--- config.mk ---
export PLATFORM = sky130hd
export DESIGN_NAME = accel_cr_top
export DESIGN_NICKNAME = d
export VERILOG_FILES = /design/src/cr_bus_pkg.sv /design/src/cr_map_pkg.sv /design/src/accel_cr_mem.sv /design/src/accel_cr_top.sv /design/src/apb_cr_bridge.sv /design/src/seg7_display_scanner.sv
export VERILOG_INCLUDE_DIRS = /design/src
export SDC_FILE = /design/constraint.sdc
export NUM_CORES = 1
export LEC_CHECK = 0
export ABC_AREA = 1
export ABC_CLOCK_PERIOD_IN_PS = 4900
export BUFFER_PORTS_ARGS = -buffer_cell sky130_fd_sc_hd__buf_4
export CORE_MARGIN = 2
export CORE_UTILIZATION = 51
export CTS_CLUSTER_DIAMETER = 200
export DETAILED_ROUTE_END_ITERATION = 12
export GPL_TIMING_DRIVEN = 0
export HOLD_SLACK_MARGIN = 0.15
export PLACE_DENSITY = 0.77
export RECOVER_POWER = 50
export SLEW_MARGIN = 20
export SYNTH_ARGS = -nofsm -noshare
export SYNTH_HDL_FRONTEND = slang
export SYNTH_SLANG_ARGS = --single-unit
--- constraint.sdc ---
create_clock -name clk -period 4.9 [get_ports clk]
set_clock_uncertainty 0.2 [all_clocks]
set_input_delay 0.245 -clock clk [delete_from_list [all_inputs] [get_ports clk]]
set_output_delay 0.245 -clock clk [all_outputs]
set_load 0.01 [all_outputs]
--- src/accel_cr_defines.svh ---
`ifndef ACCEL_CR_DEFINES_SVH
`define ACCEL_CR_DEFINES_SVH

// ==========================================================================
// Bus widths
// ==========================================================================
`define CR_DATA_W 32
`define CR_ADDR_W 32

// ==========================================================================
// Register map, byte offsets
// ==========================================================================
`define CR_SEG7_0_OFF 32'h0000_0000
`define CR_SEG7_1_OFF 32'h0000_0004
`define CR_SEG7_2_OFF 32'h0000_0008
`define CR_SEG7_3_OFF 32'h0000_000C
`define CR_SEG7_4_OFF 32'h0000_0010
`define CR_SEG7_5_OFF 32'h0000_0014
`define CR_LED_OFF    32'h0000_0018

// Register file shape
`define CR_NUM_REGS   7
`define CR_NUM_DIGITS 6
`define CR_DIGIT_W    8
`define CR_LED_W      10
`define CR_SEG_W      7

`endif

--- src/cr_bus_pkg.sv ---
`include "accel_cr_defines.svh"

package cr_bus_pkg;

    // ======================================================================
    // APB side
    // ======================================================================

    // Request from the processor, held through the access phase
    typedef struct packed {
        logic                  psel;
        logic                  penable;
        logic                  pwrite;
        logic [`CR_ADDR_W-1:0] paddr;
        logic [`CR_DATA_W-1:0] pwdata;
    } apb_req_t;

    // Response back to the processor
    typedef struct packed {
        logic                  pready;
        logic [`CR_DATA_W-1:0] prdata;
    } apb_rsp_t;

    // ======================================================================
    // Core side register access
    // ======================================================================

    // Strobes last a single cycle; address is a word-aligned byte offset
    typedef struct packed {
        logic                  wren;
        logic                  rden;
        logic [`CR_ADDR_W-1:0] address;
        logic [`CR_DATA_W-1:0] data;
    } cr_access_t;

endpackage

--- src/cr_map_pkg.sv ---
`include "accel_cr_defines.svh"

package cr_map_pkg;

    // ======================================================================
    // Register file contents
    // ======================================================================

    // Digit values, index 0 sits at offset 0x00
    typedef logic [`CR_NUM_DIGITS-1:0][`CR_DIGIT_W-1:0] seg7_vals_t;

    typedef struct packed {
        seg7_vals_t            seg7;
        logic [`CR_LED_W-1:0]  led;
    } cr_regs_t;

    // ======================================================================
    // Board display outputs
    // ======================================================================

    // One active-low segment field per digit, bit order {g,f,e,d,c,b,a}
    typedef logic [`CR_NUM_DIGITS-1:0][`CR_SEG_W-1:0] seg7_pins_t;

    typedef struct packed {
        seg7_pins_t            hex;
        logic [`CR_LED_W-1:0]  led;
    } seg7_out_t;

    // Segments lit for digit value 0
    localparam logic [`CR_SEG_W-1:0] SEG7_DIGIT_0 = 7'h40;

    // Display state right after reset, all registers read as zero
    localparam seg7_out_t DISP_RESET = '{
        hex: {`CR_NUM_DIGITS{SEG7_DIGIT_0}},
        led: '0
    };

endpackage

--- src/accel_cr_mem.sv ---
`timescale 1ns/1ps
`include "accel_cr_defines.svh"

module accel_cr_mem (
    input  logic                   clk,
    input  logic                   arst_n,
    // Core port
    input  cr_bus_pkg::cr_access_t cr_acc,
    output logic [`CR_DATA_W-1:0]  q,
    // Fabric port, read only
    input  logic [`CR_ADDR_W-1:0]  address_b,
    output logic [`CR_DATA_W-1:0]  q_b
);
    import cr_bus_pkg::*;
    import cr_map_pkg::*;

    cr_regs_t regs;

    // ======================================================================
    // Read decode shared by both ports
    // ======================================================================

    // Zero-extended register value, zero for unmapped offsets
    function automatic logic [`CR_DATA_W-1:0] read_word(
        input logic [`CR_ADDR_W-1:0] offset,
        input cr_regs_t              r
    );
        logic [`CR_DATA_W-1:0] word;
        word = '0;
        case (offset)
            `CR_SEG7_0_OFF: word[`CR_DIGIT_W-1:0] = r.seg7[0];
            `CR_SEG7_1_OFF: word[`CR_DIGIT_W-1:0] = r.seg7[1];
            `CR_SEG7_2_OFF: word[`CR_DIGIT_W-1:0] = r.seg7[2];
            `CR_SEG7_3_OFF: word[`CR_DIGIT_W-1:0] = r.seg7[3];
            `CR_SEG7_4_OFF: word[`CR_DIGIT_W-1:0] = r.seg7[4];
            `CR_SEG7_5_OFF: word[`CR_DIGIT_W-1:0] = r.seg7[5];
            `CR_LED_OFF:    word[`CR_LED_W-1:0]   = r.led;
            default:        word = '0;
        endcase
        return word;
    endfunction

    // ======================================================================
    // Register writes
    // ======================================================================

    always_ff @(posedge clk or negedge arst_n) begin
        if (!arst_n) begin
            regs <= '0;
        end else if (cr_acc.wren) begin
            // Only the low bits of each word are kept
            case (cr_acc.address)
                `CR_SEG7_0_OFF: regs.seg7[0] <= cr_acc.data[`CR_DIGIT_W-1:0];
                `CR_SEG7_1_OFF: regs.seg7[1] <= cr_acc.data[`CR_DIGIT_W-1:0];
                `CR_SEG7_2_OFF: regs.seg7[2] <= cr_acc.data[`CR_DIGIT_W-1:0];
                `CR_SEG7_3_OFF: regs.seg7[3] <= cr_acc.data[`CR_DIGIT_W-1:0];
                `CR_SEG7_4_OFF: regs.seg7[4] <= cr_acc.data[`CR_DIGIT_W-1:0];
                `CR_SEG7_5_OFF: regs.seg7[5] <= cr_acc.data[`CR_DIGIT_W-1:0];
                `CR_LED_OFF:    regs.led     <= cr_acc.data[`CR_LED_W-1:0];
                default: begin
                    // Unmapped, nothing changes
                    regs <= regs;
                end
            endcase
        end
    end

    // ======================================================================
    // Registered read ports
    // ======================================================================

    // Core read, loaded on the rden strobe
    always_ff @(posedge clk or negedge arst_n) begin
        if (!arst_n) begin
            q <= '0;
        end else if (cr_acc.rden) begin
            q <= read_word(cr_acc.address, regs);
        end
    end

    // Fabric read, sampled every cycle
    always_ff @(posedge clk or negedge arst_n) begin
        if (!arst_n) begin
            q_b <= '0;
        end else begin
            q_b <= read_word(address_b, regs);
        end
    end

endmodule

--- src/accel_cr_top.sv ---
`timescale 1ns/1ps
`include "accel_cr_defines.svh"

module accel_cr_top (
    input  logic                  clk,
    input  logic                  arst_n,
    // Processor bus
    input  cr_bus_pkg::apb_req_t  apb_req,
    output cr_bus_pkg::apb_rsp_t  apb_rsp,
    // Board pins
    output cr_map_pkg::seg7_out_t disp
);
    import cr_bus_pkg::*;

    // ======================================================================
    // Internal wiring
    // ======================================================================

    cr_access_t            cr_acc;
    logic [`CR_DATA_W-1:0] q;
    logic [`CR_ADDR_W-1:0] address_b;
    logic [`CR_DATA_W-1:0] q_b;

    // APB to register strobes
    apb_cr_bridge u_bridge (
        .clk     (clk),
        .arst_n  (arst_n),
        .apb_req (apb_req),
        .apb_rsp (apb_rsp),
        .cr_acc  (cr_acc),
        .q       (q)
    );

    // Register file with core and fabric ports
    accel_cr_mem u_mem (
        .clk       (clk),
        .arst_n    (arst_n),
        .cr_acc    (cr_acc),
        .q         (q),
        .address_b (address_b),
        .q_b       (q_b)
    );

    // Fabric port walker and segment decode
    seg7_display_scanner u_scan (
        .clk       (clk),
        .arst_n    (arst_n),
        .address_b (address_b),
        .q_b       (q_b),
        .disp      (disp)
    );

endmodule

--- src/apb_cr_bridge.sv ---
`timescale 1ns/1ps
`include "accel_cr_defines.svh"

module apb_cr_bridge (
    input  logic                   clk,
    input  logic                   arst_n,
    input  cr_bus_pkg::apb_req_t   apb_req,
    output cr_bus_pkg::apb_rsp_t   apb_rsp,
    output cr_bus_pkg::cr_access_t cr_acc,
    input  logic [`CR_DATA_W-1:0]  q
);
    import cr_bus_pkg::*;

    // ======================================================================
    // Access phase sequencer
    // ======================================================================

    // IDLE covers setup and the first access cycle, WAIT is the ready cycle
    typedef enum logic {
        ST_IDLE,
        ST_WAIT
    } state_t;

    state_t state;
    logic   access_start;
    logic   is_write;

    // First cycle of the access phase
    assign access_start = apb_req.psel && apb_req.penable && (state == ST_IDLE);
    assign is_write     = apb_req.pwrite;

    always_ff @(posedge clk or negedge arst_n) begin
        if (!arst_n) begin
            state <= ST_IDLE;
        end else begin
            case (state)
                ST_IDLE: begin
                    if (access_start) begin
                        state <= ST_WAIT;
                    end
                end
                ST_WAIT: begin
                    state <= ST_IDLE;
                end
                default: begin
                    state <= ST_IDLE;
                end
            endcase
        end
    end

    // ======================================================================
    // Register strobes
    // ======================================================================

    always_comb begin
        cr_acc.wren    = access_start && is_write;
        cr_acc.rden    = access_start && !is_write;
        // Byte address down to a word-aligned offset
        cr_acc.address = {apb_req.paddr[`CR_ADDR_W-1:2], 2'b00};
        cr_acc.data    = apb_req.pwdata;
    end

    // ======================================================================
    // APB response
    // ======================================================================

    always_comb begin
        apb_rsp.pready = (state == ST_WAIT);
        // q holds the word fetched by last cycle's rden
        if (apb_rsp.pready && !is_write) begin
            apb_rsp.prdata = q;
        end else begin
            apb_rsp.prdata = '0;
        end
    end

endmodule

--- src/seg7_display_scanner.sv ---
`timescale 1ns/1ps
`include "accel_cr_defines.svh"

module seg7_display_scanner (
    input  logic                  clk,
    input  logic                  arst_n,
    output logic [`CR_ADDR_W-1:0] address_b,
    input  logic [`CR_DATA_W-1:0] q_b,
    output cr_map_pkg::seg7_out_t disp
);
    import cr_map_pkg::*;

    localparam int IDX_W = $clog2(`CR_NUM_REGS);

    logic [IDX_W-1:0] scan_idx;
    logic [IDX_W-1:0] scan_idx_d;

    // Active-low hex font, bit order {g,f,e,d,c,b,a}
    function automatic logic [`CR_SEG_W-1:0] hex_to_seg(input logic [3:0] nibble);
        case (nibble)
            4'h0: return 7'h40;
            4'h1: return 7'h79;
            4'h2: return 7'h24;
            4'h3: return 7'h30;
            4'h4: return 7'h19;
            4'h5: return 7'h12;
            4'h6: return 7'h02;
            4'h7: return 7'h78;
            4'h8: return 7'h00;
            4'h9: return 7'h10;
            4'hA: return 7'h08;
            4'hB: return 7'h03;
            4'hC: return 7'h46;
            4'hD: return 7'h21;
            4'hE: return 7'h06;
            default: return 7'h0E;
        endcase
    endfunction

    // ======================================================================
    // Scan counter
    // ======================================================================

    always_ff @(posedge clk or negedge arst_n) begin
        if (!arst_n) begin
            scan_idx   <= '0;
            scan_idx_d <= '0;
        end else begin
            if (scan_idx == IDX_W'(`CR_NUM_REGS - 1)) begin
                scan_idx <= '0;
            end else begin
                scan_idx <= scan_idx + 1'b1;
            end
            // Tags the word coming back on q_b
            scan_idx_d <= scan_idx;
        end
    end

    // Registers are one word apart
    assign address_b = `CR_SEG7_0_OFF + {scan_idx, 2'b00};

    // ======================================================================
    // Output latches
    // ======================================================================

    always_ff @(posedge clk or negedge arst_n) begin
        if (!arst_n) begin
            disp <= DISP_RESET;
        end else if (scan_idx_d < IDX_W'(`CR_NUM_DIGITS)) begin
            // Digit shows the low nibble only
            disp.hex[scan_idx_d] <= hex_to_seg(q_b[3:0]);
        end else begin
            disp.led <= q_b[`CR_LED_W-1:0];
        end
    end

endmodule

==> metrics.yaml, run 1 <==
die:
  die_area_um2: 13820
  initial_core_util: 0.5210
  num_rows: 41
  io_pins: 154
  core_area_um2: 12620
  die_x_um: 117.5
  die_h_um: 117.5
yosys:
  synth_most_common_cell: "nand2_1"
  synthTopCellsByArea: "dfrtp_1, nand2_1, o21ai_0"
  netlist_area_um2: 6575
  syn_area_per_cell_um2: 8.097
  synth_cell_types: 33
  yosysTopAreaCellShare: 0.4986
  synth_top_area_cell: "dfrtp_1"
  async_flop_share: 1.000
  yosysWarnings: 0
  synth-seq-cells: 137
  ys_seq_area_frac: 0.5225
  synth_flop_cell: "dfrtp_1"
  synth_cells: 812
  ys_top_cells_by_count: "nand2_1, dfrtp_1, o21ai_0"
  synth-edff-count: 0
detailed_routing:
  drt_iter0_markers: 521
  dr_total_vias: 6053
  drt-pass1-iter-count: 5
  routed_wl_um: 17300
  final_antenna_net_count: 0
  drc: 0
  vias_per_cell: 5.223
  wl_per_cell_um: 14.93
clocking:
  clockBufferDepth: 2
  cts_htree_levels: 4
  cts_root_buffer: "clkbuf_16"
  clkTransAtPathRegs_ns: 0.06
  post_cts_buffers: 0
  clk_latency_ns: 0.43
  cts_tree: "done"
  cts_sinks: 137
  cts_buffers: 17
placement:
  hpwl_um: 11780
  place_ws_ns: 2.526
  placed_area_um2: 7707
  gp_congestion: 0.9192
  port_buffers: 107
cells_and_area:
  drive_gt1_frac: 0.1733
  final_area_um2: 8305
  insertedDiodeCount: 0
  finalNetCount: 1050
  area_growth_pct: 26.32
hold_path:
  min_path_type: "in2reg"
worst_setup_path:
  r2r_setup_slack_ns: 2.66
  worstPathArrival_ns: 2.83
  crit_chain: "dlygate4sd3_1, clkbuf_1, clkbuf_2"
  startpoint_type: "input pin"
  path_class: "in2async"
  endpoint_kind: "async pin"
  crit_cells: 3
  r2r_start: "u_bridge.state$_DFF_PN0_"
  slowest_stage: "clkbuf_2"
  slowest_delay_ns: 1.70
  ff2ff_path_depth: 5
  timing.rr.end: "u_mem.regs[17]$_DFFE_PN0P_"
  path_delay_family: "buffers and inverters"
  crit_path_end: "u_mem.regs[18]$_DFFE_PN0P_"
  cp_max_fo: 98
  cp.required_ns: 4.74
  cp_num_buf_inv: 3
  crit_start: "arst_n"
power_and_ir_drop:
  p_seq_frac: 0.452
  p_leak_nw: 4.296
  internal_power_mw: 1.945
  power_density_nw_per_um2: 301.8
  total_power_mw: 2.507
  peakVddDrop_v: 0.0002488
  power_frac_comb: 0.042
  p_clk_frac: 0.506
  p_sw_frac: 0.2240
  power.net_switching_mw: 0.5615
run_status:
  violations: "capacitance limit, slew limit"
  status: "complete, but fails checks"
global_route:
  grt_max_degree: 99
  gr-usage-all-layers: 0.2604
  grt_overflow: 0
  grt_pass1_wl_um: 28280
  grt_pass1_vias: 5834
  antenna_found_initial: 0
sta:
  rsz0062_at_grt: "no"
  finalCriticalPeriod_ns: 2.989
  fmax_mhz: 334.6
  fin_ws_ns: 1.911
  min_period_over_period: 0.6100
  finalSetupViolCount: 0
  tns_ns: 0
  hold_viol_final: 0
  maxSlewViolCount: 137
  whs_ns: 0.1607
  slew-limit-headroom: -0.5802
  tightest_slew_ns: 2.370
job:
  max-cap-violations: 2
## cell usage in the layout (no fill, tap or decap), types with 3 or more instances in the layout
cell	Yosys	routed
inv_1	75	75
buf_2	5	5
dfstp_2	6	6
dlygate4sd3_1	0	13
nor3_1	14	14
ha_1	7	7
mux2_2	6	6
nor2_2	6	6
a21oi_1	5	5
clkbuf_16	0	17
buf_4	24	106
o21ai_0	85	85
conb_1	1	22
nor2_1	59	59
nand2_1	273	273
clkbuf_1	6	33
a22oi_1	4	4
nand3_1	68	68
clkinvlp_4	0	3
clkinv_4	0	4
clkinv_1	6	6
dfrtp_1	131	131
buf_6	5	5
a221oi_1	9	9
## layout make-up
type,instances,area [um^2]
Fill cell,1087,4314
Buffer,40,284.0
Clock buffer,19,442.9
Clock inverter,13,145.1
Sequential cell,137,3436
Tap cell,172,215.2
Timing Repair Buffer,122,848.3
Multi-Input combinational cell,575,2630
Inverter,81,304.0
## tightest hold or removal path, stage by stage
cell and delay, ns:
buf_4 0.07, inv_1 0.06, nand2_1 0.24, nand2_1 0.08, nand2_1 0.05
## routing by layer
metal  GRT usage  up-vias  share of wire
met5           0        -              0
met4      0.1491        0          0.047
met3     0.06541       57          0.060
met2      0.4302      252           0.48
met1      0.3109     2836           0.41
li1            -     2908              -
## registers in the layout, indices dropped and copies added, names as in the netlist
register           count
u_scan.scan_idx        3
u_scan.disp           52
u_scan.scan_idx_d      3
u_mem.q               10
u_mem.q_b             10
u_bridge.state         1
u_mem.regs            58
## cell families after synthesis
group / share of synthesized area
AO/OA/AOI/OAI: 0.09648
adder cells (fa/ha/maj): 0.01332
buffers and inverters: 0.08944
flip-flops: 0.5225
multiplexers: 0.01028
other: 0.0005703
AND/OR/NAND/NOR: 0.2674
## per-stage QoR
stage | cells | util
5_1_grt | 1159 | 0.6581
4_1_cts | 1159 | 0.6692
6_report | 1159 | 0.6581
3_3_place_gp | 1112 | 0.6080
2_1_floorplan | 833 | -
3_5_place_dp | 1113 | 0.6107
## worst min path at each step
stage	endpoint	slack (ns)	depth (start not counted)	start
floorplan	u_bridge.state$_DFF_PN0_	-0.25	0	arst_n
global placement	u_scan.scan_idx_d[2]$_DFF_PN0_	0.22	0	u_scan.scan_idx[2]$_DFF_PN0_
detailed placement	u_scan.disp[34]$_DFFE_PN0P_	-0.06	1	arst_n
CTS	u_scan.disp[44]$_DFFE_PN1P_	0.16	2	arst_n
global route	u_mem.q[4]$_DFFE_PN0P_	0.23	5	apb_req[64]
finish	u_mem.q[0]$_DFFE_PN0P_	0.16	5	apb_req[64]
## power groups by stage
stage / Combinational, mW / Clock (mW) / Sequential (mW)
after global placement: 0.0965 / 0 / 1.15
after detailed placement: 0.101 / 0 / 1.15
final: 0.105 / 1.27 / 1.13
after floorplan: 0.0415 / 0 / 1.15
after global routing: 0.119 / 1.33 / 1.13
after CTS: 0.112 / 1.28 / 1.13
## repair_timing
item	4_1_cts	5_1_grt
endpoints found under the hold margin	192	0
resized for setup	0	0
hold buffers	14	0
No activity file was read; power rests on OpenSTA's default activity.
==> run 2, diff against run 1 <==
- ABC_AREA: 1 -> 0
- ABC_CLOCK_PERIOD_IN_PS: 4900 -> 3000
- clock period: 4.9 -> 3 ns (I/O delays scaled with it)
==> metrics.yaml, run 2 <==
yosys:
  synth_top_area_cell: "dfrtp_1"
  ys_seq_area_frac: 0.5272
  ys_top_cells_by_count: "dfrtp_1, nand2_1, mux2_2"
  netlist_area_um2: 6518
  synthTopCellsByArea: "dfrtp_1, mux2_2, mux2i_1"
  synth_cell_types: 49
  yosysWarnings: 0
  async_flop_share: 1.000
  yosysTopAreaCellShare: 0.5030
  synth-edff-count: 0
  syn_area_per_cell_um2: 11.14
  synth_flop_cell: "dfrtp_1"
  synth-seq-cells: 137
  synth_most_common_cell: "dfrtp_1"
  synth_cells: 585
sta:
  hold_viol_final: 0
  slew-limit-headroom: 0.1022
  maxSlewViolCount: 0
  fmax_mhz: 343.6
  tns_ns: 0
  tightest_slew_ns: 1.347
  finalSetupViolCount: 0
  finalCriticalPeriod_ns: 2.910
  rsz0062_at_grt: "no"
  min_period_over_period: 0.9700
  whs_ns: 0.1827
  fin_ws_ns: 0.08995
worst_setup_path:
  worstPathArrival_ns: 3.03
  cp_max_fo: 10
  startpoint_type: "flop"
  endpoint_kind: "flop"
  cp.required_ns: 3.12
  path_class: "reg2reg"
die:
  die_area_um2: 13700
  core_area_um2: 12570
  num_rows: 41
  initial_core_util: 0.5186
  die_h_um: 117.0
  die_x_um: 117.0
  io_pins: 154
power_and_ir_drop:
  total_power_mw: 4.150
  power_density_nw_per_um2: 500.2
  p_leak_nw: 3.903
  peakVddDrop_v: 0.0004610
run_status:
  status: "finished, final reports clean"
detailed_routing:
  wl_per_cell_um: 18.05
  routed_wl_um: 17040
  drc: 0
  drt-pass1-iter-count: 5
  drt_iter0_markers: 576
  dr_total_vias: 5314
  vias_per_cell: 5.629
  final_antenna_net_count: 0
placement:
  gp_congestion: 0.8938
  port_buffers: 106
  hpwl_um: 11620
  place_ws_ns: 0.1800
clocking:
  cts_buffers: 17
  clk_latency_ns: 0.43
  clockBufferDepth: 2
  cts_tree: "done"
  cts_sinks: 137
  cts_htree_levels: 4
  cts_root_buffer: "clkbuf_16"
  clkTransAtPathRegs_ns: 0.06
  cts_resized: 0
cells_and_area:
  largest_register_ffs: 58
  num-fill-cells: 986
  finalNetCount: 835
  drive_gt1_frac: 0.2617
  final_cell_mix: "dfrtp_1, buf_4, clkbuf_1"
  regMostFlops: "u_mem.regs"
  seq_area_um2: 3436
  final_common_cell: "dfrtp_1"
  multi_input_area_um2: 2840
  insertedDiodeCount: 0
  area_growth_pct: 27.30
  reg_top3: "u_mem.regs (58), u_scan.disp (52)"
global_route:
  grt_overflow: 0
  gr-usage-all-layers: 0.2618
  grt_pass1_vias: 5380
  antenna_found_initial: 0
  grt_pass1_wl_um: 26910
  grt_max_degree: 102
hold_path:
  min_path_type: "in2reg"
job:
  max-cap-violations: 0
[run 2: changes by cell type after synthesis, moves of 31 or more]
cell,delta
nand2_1,-201
inv_1,-70
nand3_1,-64
o21ai_0,-31
mux2_2,+62
nor2_1,-41
[run 2: layout make-up]
| cell class | instances | share of cell area |
|---|---|---|
| plain buffers | 55 | 0.03634 |
| clock inverters | 12 | 0.01689 |
| clock buffers | 20 | 0.05504 |
| inverters | 5 | 0.002262 |
| repair buffers | 134 | 0.1071 |
| flip-flops and latches | 137 | 0.4141 |
| multi-input cells | 409 | 0.3423 |
| well taps | 172 | 0.02594 |
[run 2: repair_timing]
| item | CTS | global route |
|---|---|---|
| hold buffers | 27 | 0 |
| buffers inserted | 0 | 0 |
| endpoints found under the hold margin | 204 | 0 |
[run 2: layer usage]
metal | share of wire | track usage | vias to the layer above
met3 | 0.074 | 0.05819 | 57
met2 | 0.49 | 0.4355 | 242
met1 | 0.41 | 0.3315 | 2616
met4 | 0.027 | 0.1145 | 0
met5 | 0 | 0 | -
li1 | - | - | 2399
[run 2: worst paths after layout]
kind                                                  endpoint                    startpoint  slack (ns)  cells after the start
worst min-delay path                    u_mem.q[9]$_DFFE_PN0P_                   apb_req[63]        0.18                      6
max in group asynchronous           u_scan.disp[1]$_DFFE_PN0P_                        arst_n        0.46                      4
worst max register to register          u_mem.q_b[1]$_DFF_PN0_  u_scan.scan_idx[0]$_DFF_PN0_        0.09                      7
min in group asynchronous          u_scan.disp[30]$_DFFE_PN1P_                        arst_n        0.74                      3
worst max-delay path                    u_mem.q_b[1]$_DFF_PN0_  u_scan.scan_idx[0]$_DFF_PN0_        0.09                      7
worst min register to register  u_scan.scan_idx_d[0]$_DFF_PN0_  u_scan.scan_idx[0]$_DFF_PN0_        0.19                      0
[run 2: cells by family (layout without fill, tap and decap cells)]
group | after synthesis | in the layout | synth area share
xor gates and xnor gates | 1 | 1 | 0.001344
adders and majority gates | 7 | 7 | 0.01344
muxes | 97 | 97 | 0.1620
DFF | 137 | 137 | 0.5272
AOI/OAI and AO/OA | 125 | 125 | 0.1179
and+or+nand+nor | 157 | 157 | 0.1284
buffers and inverters | 60 | 226 | 0.04915
other | 1 | 22 | 0.0005754
[run 2: worst max-delay path, cell delays in order, from the launching register on]
cell	delay, ns
dfrtp_1	0.35
clkbuf_1	0.58
clkbuf_1	0.50
and2_1	0.22
ha_1	0.15
clkbuf_1	0.44
a222oi_1	0.20
o21ai_0	0.15
[run 2: through the flow]
| step | instance area [um^2] | util | std cells |
|---|---|---|---|
| floorplan | 6596 | - | 606 |
| global placement | 7607 | 0.6053 | 884 |
| detailed placement | 7642 | 0.6081 | 885 |
| CTS | 8519 | 0.6779 | 944 |
| global route | 8297 | 0.6601 | 944 |
| finish | 8297 | 0.6601 | 944 |
[run 2: report_power, final]
| group | leakage (nW) | switching [mW] | internal (mW) |
|---|---|---|---|
| clock network | 0.289 | 0.809 | 1.28 |
| registers | 1.88 | 0.000883 | 1.85 |
| logic | 1.74 | 0.116 | 0.0957 |
| total | 3.90 | 0.927 | 3.22 |
==> run 3, diff against run 2 <==
- CORE_ASPECT_RATIO: unset -> 1.75
- PLACE_DENSITY: 0.77 -> 0.76
==> metrics.yaml, run 3 (synthesis gave the netlist of run 2 again) <==
sta:
  finalSetupViolCount: 0
  hold_viol_final: 0
  whs_ns: 0.1716
  rsz0062_at_grt: "no"
  tns_ns: 0
  fmax_mhz: 344.4
  maxSlewViolCount: 0
  finalCriticalPeriod_ns: 2.904
  min_period_over_period: 0.9679
  slew-limit-headroom: 0.2073
  tightest_slew_ns: 1.189
cells_and_area:
  insertedDiodeCount: 0
  num-fill-cells: 1039
  finalNetCount: 833
  drive_gt1_frac: 0.2623
  multi_input_area_um2: 2840
  final_cell_mix: "dfrtp_1, clkbuf_1, buf_4"
  area_growth_pct: 27.63
  regMostFlops: "u_mem.regs"
  final_common_cell: "dfrtp_1"
  largest_register_ffs: 58
  final_area_um2: 8318
  seq_area_um2: 3436
  stdcell_count: 938
  reg_top3: "u_mem.regs (58), u_scan.disp (52)"
worst_setup_path:
  startpoint_type: "flop"
  path_class: "reg2reg"
  cp_max_fo: 10
  cp.required_ns: 3.11
  endpoint_kind: "flop"
  r2r_setup_slack_ns: 0.1
  worstPathArrival_ns: 3.02
power_and_ir_drop:
  total_power_mw: 4.380
  power_density_nw_per_um2: 526.6
  peakVddDrop_v: 0.0004035
  p_leak_nw: 3.914
clocking:
  cts_buffers: 17
  clkTransAtPathRegs_ns: 0.06
  ctsHoldBuffers: 25
  cts_sinks: 137
  post_cts_buffers: 0
  cts_resized: 0
  clk_latency_ns: 0.42
  cts_htree_levels: 4
  clockBufferDepth: 2
  cts_root_buffer: "clkbuf_16"
  cts_tree: "done"
die:
  core_area_um2: 12500
  die_h_um: 153.5
  num_rows: 54
  die_x_um: 89.46
  initial_core_util: 0.5214
  die_area_um2: 13740
  io_pins: 154
detailed_routing:
  drt-pass1-iter-count: 4
  dr_total_vias: 5263
  wl_per_cell_um: 19.67
  final_antenna_net_count: 0
  routed_wl_um: 18450
  vias_per_cell: 5.611
  drt_iter0_markers: 255
  drc: 0
global_route:
  grt_pass1_vias: 5533
  grt_pass1_wl_um: 28560
  antenna_found_initial: 0
  grt_overflow: 0
  gr-usage-all-layers: 0.2771
  grt_max_degree: 87
placement:
  gp_congestion: 0.9170
  hpwl_um: 13420
  placed_area_um2: 7637
  port_buffers: 106
  placed_cells: 881
run_status:
  status: "finished, final reports clean"
hold_path:
  min_path_type: "in2reg"
job:
  max-cap-violations: 0
## run 3: worst paths after layout
kind                                                    from                             end  cells after the start
worst max-delay path            u_scan.scan_idx[0]$_DFF_PN0_          u_mem.q_b[1]$_DFF_PN0_                      7
worst min register to register  u_scan.scan_idx[0]$_DFF_PN0_  u_scan.scan_idx_d[0]$_DFF_PN0_                      0
max in group asynchronous                             arst_n          u_mem.q_b[8]$_DFF_PN0_                      4
worst min-delay path                             apb_req[61]          u_mem.q[8]$_DFFE_PN0P_                      6
min in group asynchronous                             arst_n     u_scan.disp[30]$_DFFE_PN1P_                      3
worst max register to register  u_scan.scan_idx[0]$_DFF_PN0_          u_mem.q_b[1]$_DFF_PN0_                      7
## run 3: area by class of cell
cell class                 count  area share
multi-input combinational    409      0.3415
buffer                        55     0.03625
timing repair buffer         132      0.1026
clock buffer                  19     0.05325
tap                          168     0.02527
clock inverter                13     0.02587
sequential                   137      0.4131
inverter                       5    0.002256
## run 3: worst max-delay path: stages (launching register included)
cell      delay (ns)
dfrtp_1         0.36
clkbuf_1        0.54
clkbuf_1        0.53
and2_1          0.22
ha_1            0.13
clkbuf_1        0.45
a222oi_1        0.21
o21ai_0         0.16
## run 3: power by group
part           switching [mW]  leakage [nW]  internal, mW
combinational           0.117          1.71        0.0944
sequential           0.000863          1.88          1.85
clock                   0.812         0.319          1.51
## run 3: routing by layer
layer	global-route usage	up-vias	part of all wire
met4	0.1443	0	0.041
met5	0	-	0
met2	0.5122	186	0.57
li1	-	2412	-
met3	0.05207	54	0.049
met1	0.2806	2611	0.34
## run 3: metrics by stage
stage | setup WS, ns | utilization
after floorplan | 0.9580 | -
after global placement | 0.1914 | 0.6082
after detailed placement | 0.2269 | 0.6110
after CTS | 0.1822 | 0.6851
after global routing | 0.01255 | 0.6655
final | 0.09620 | 0.6655
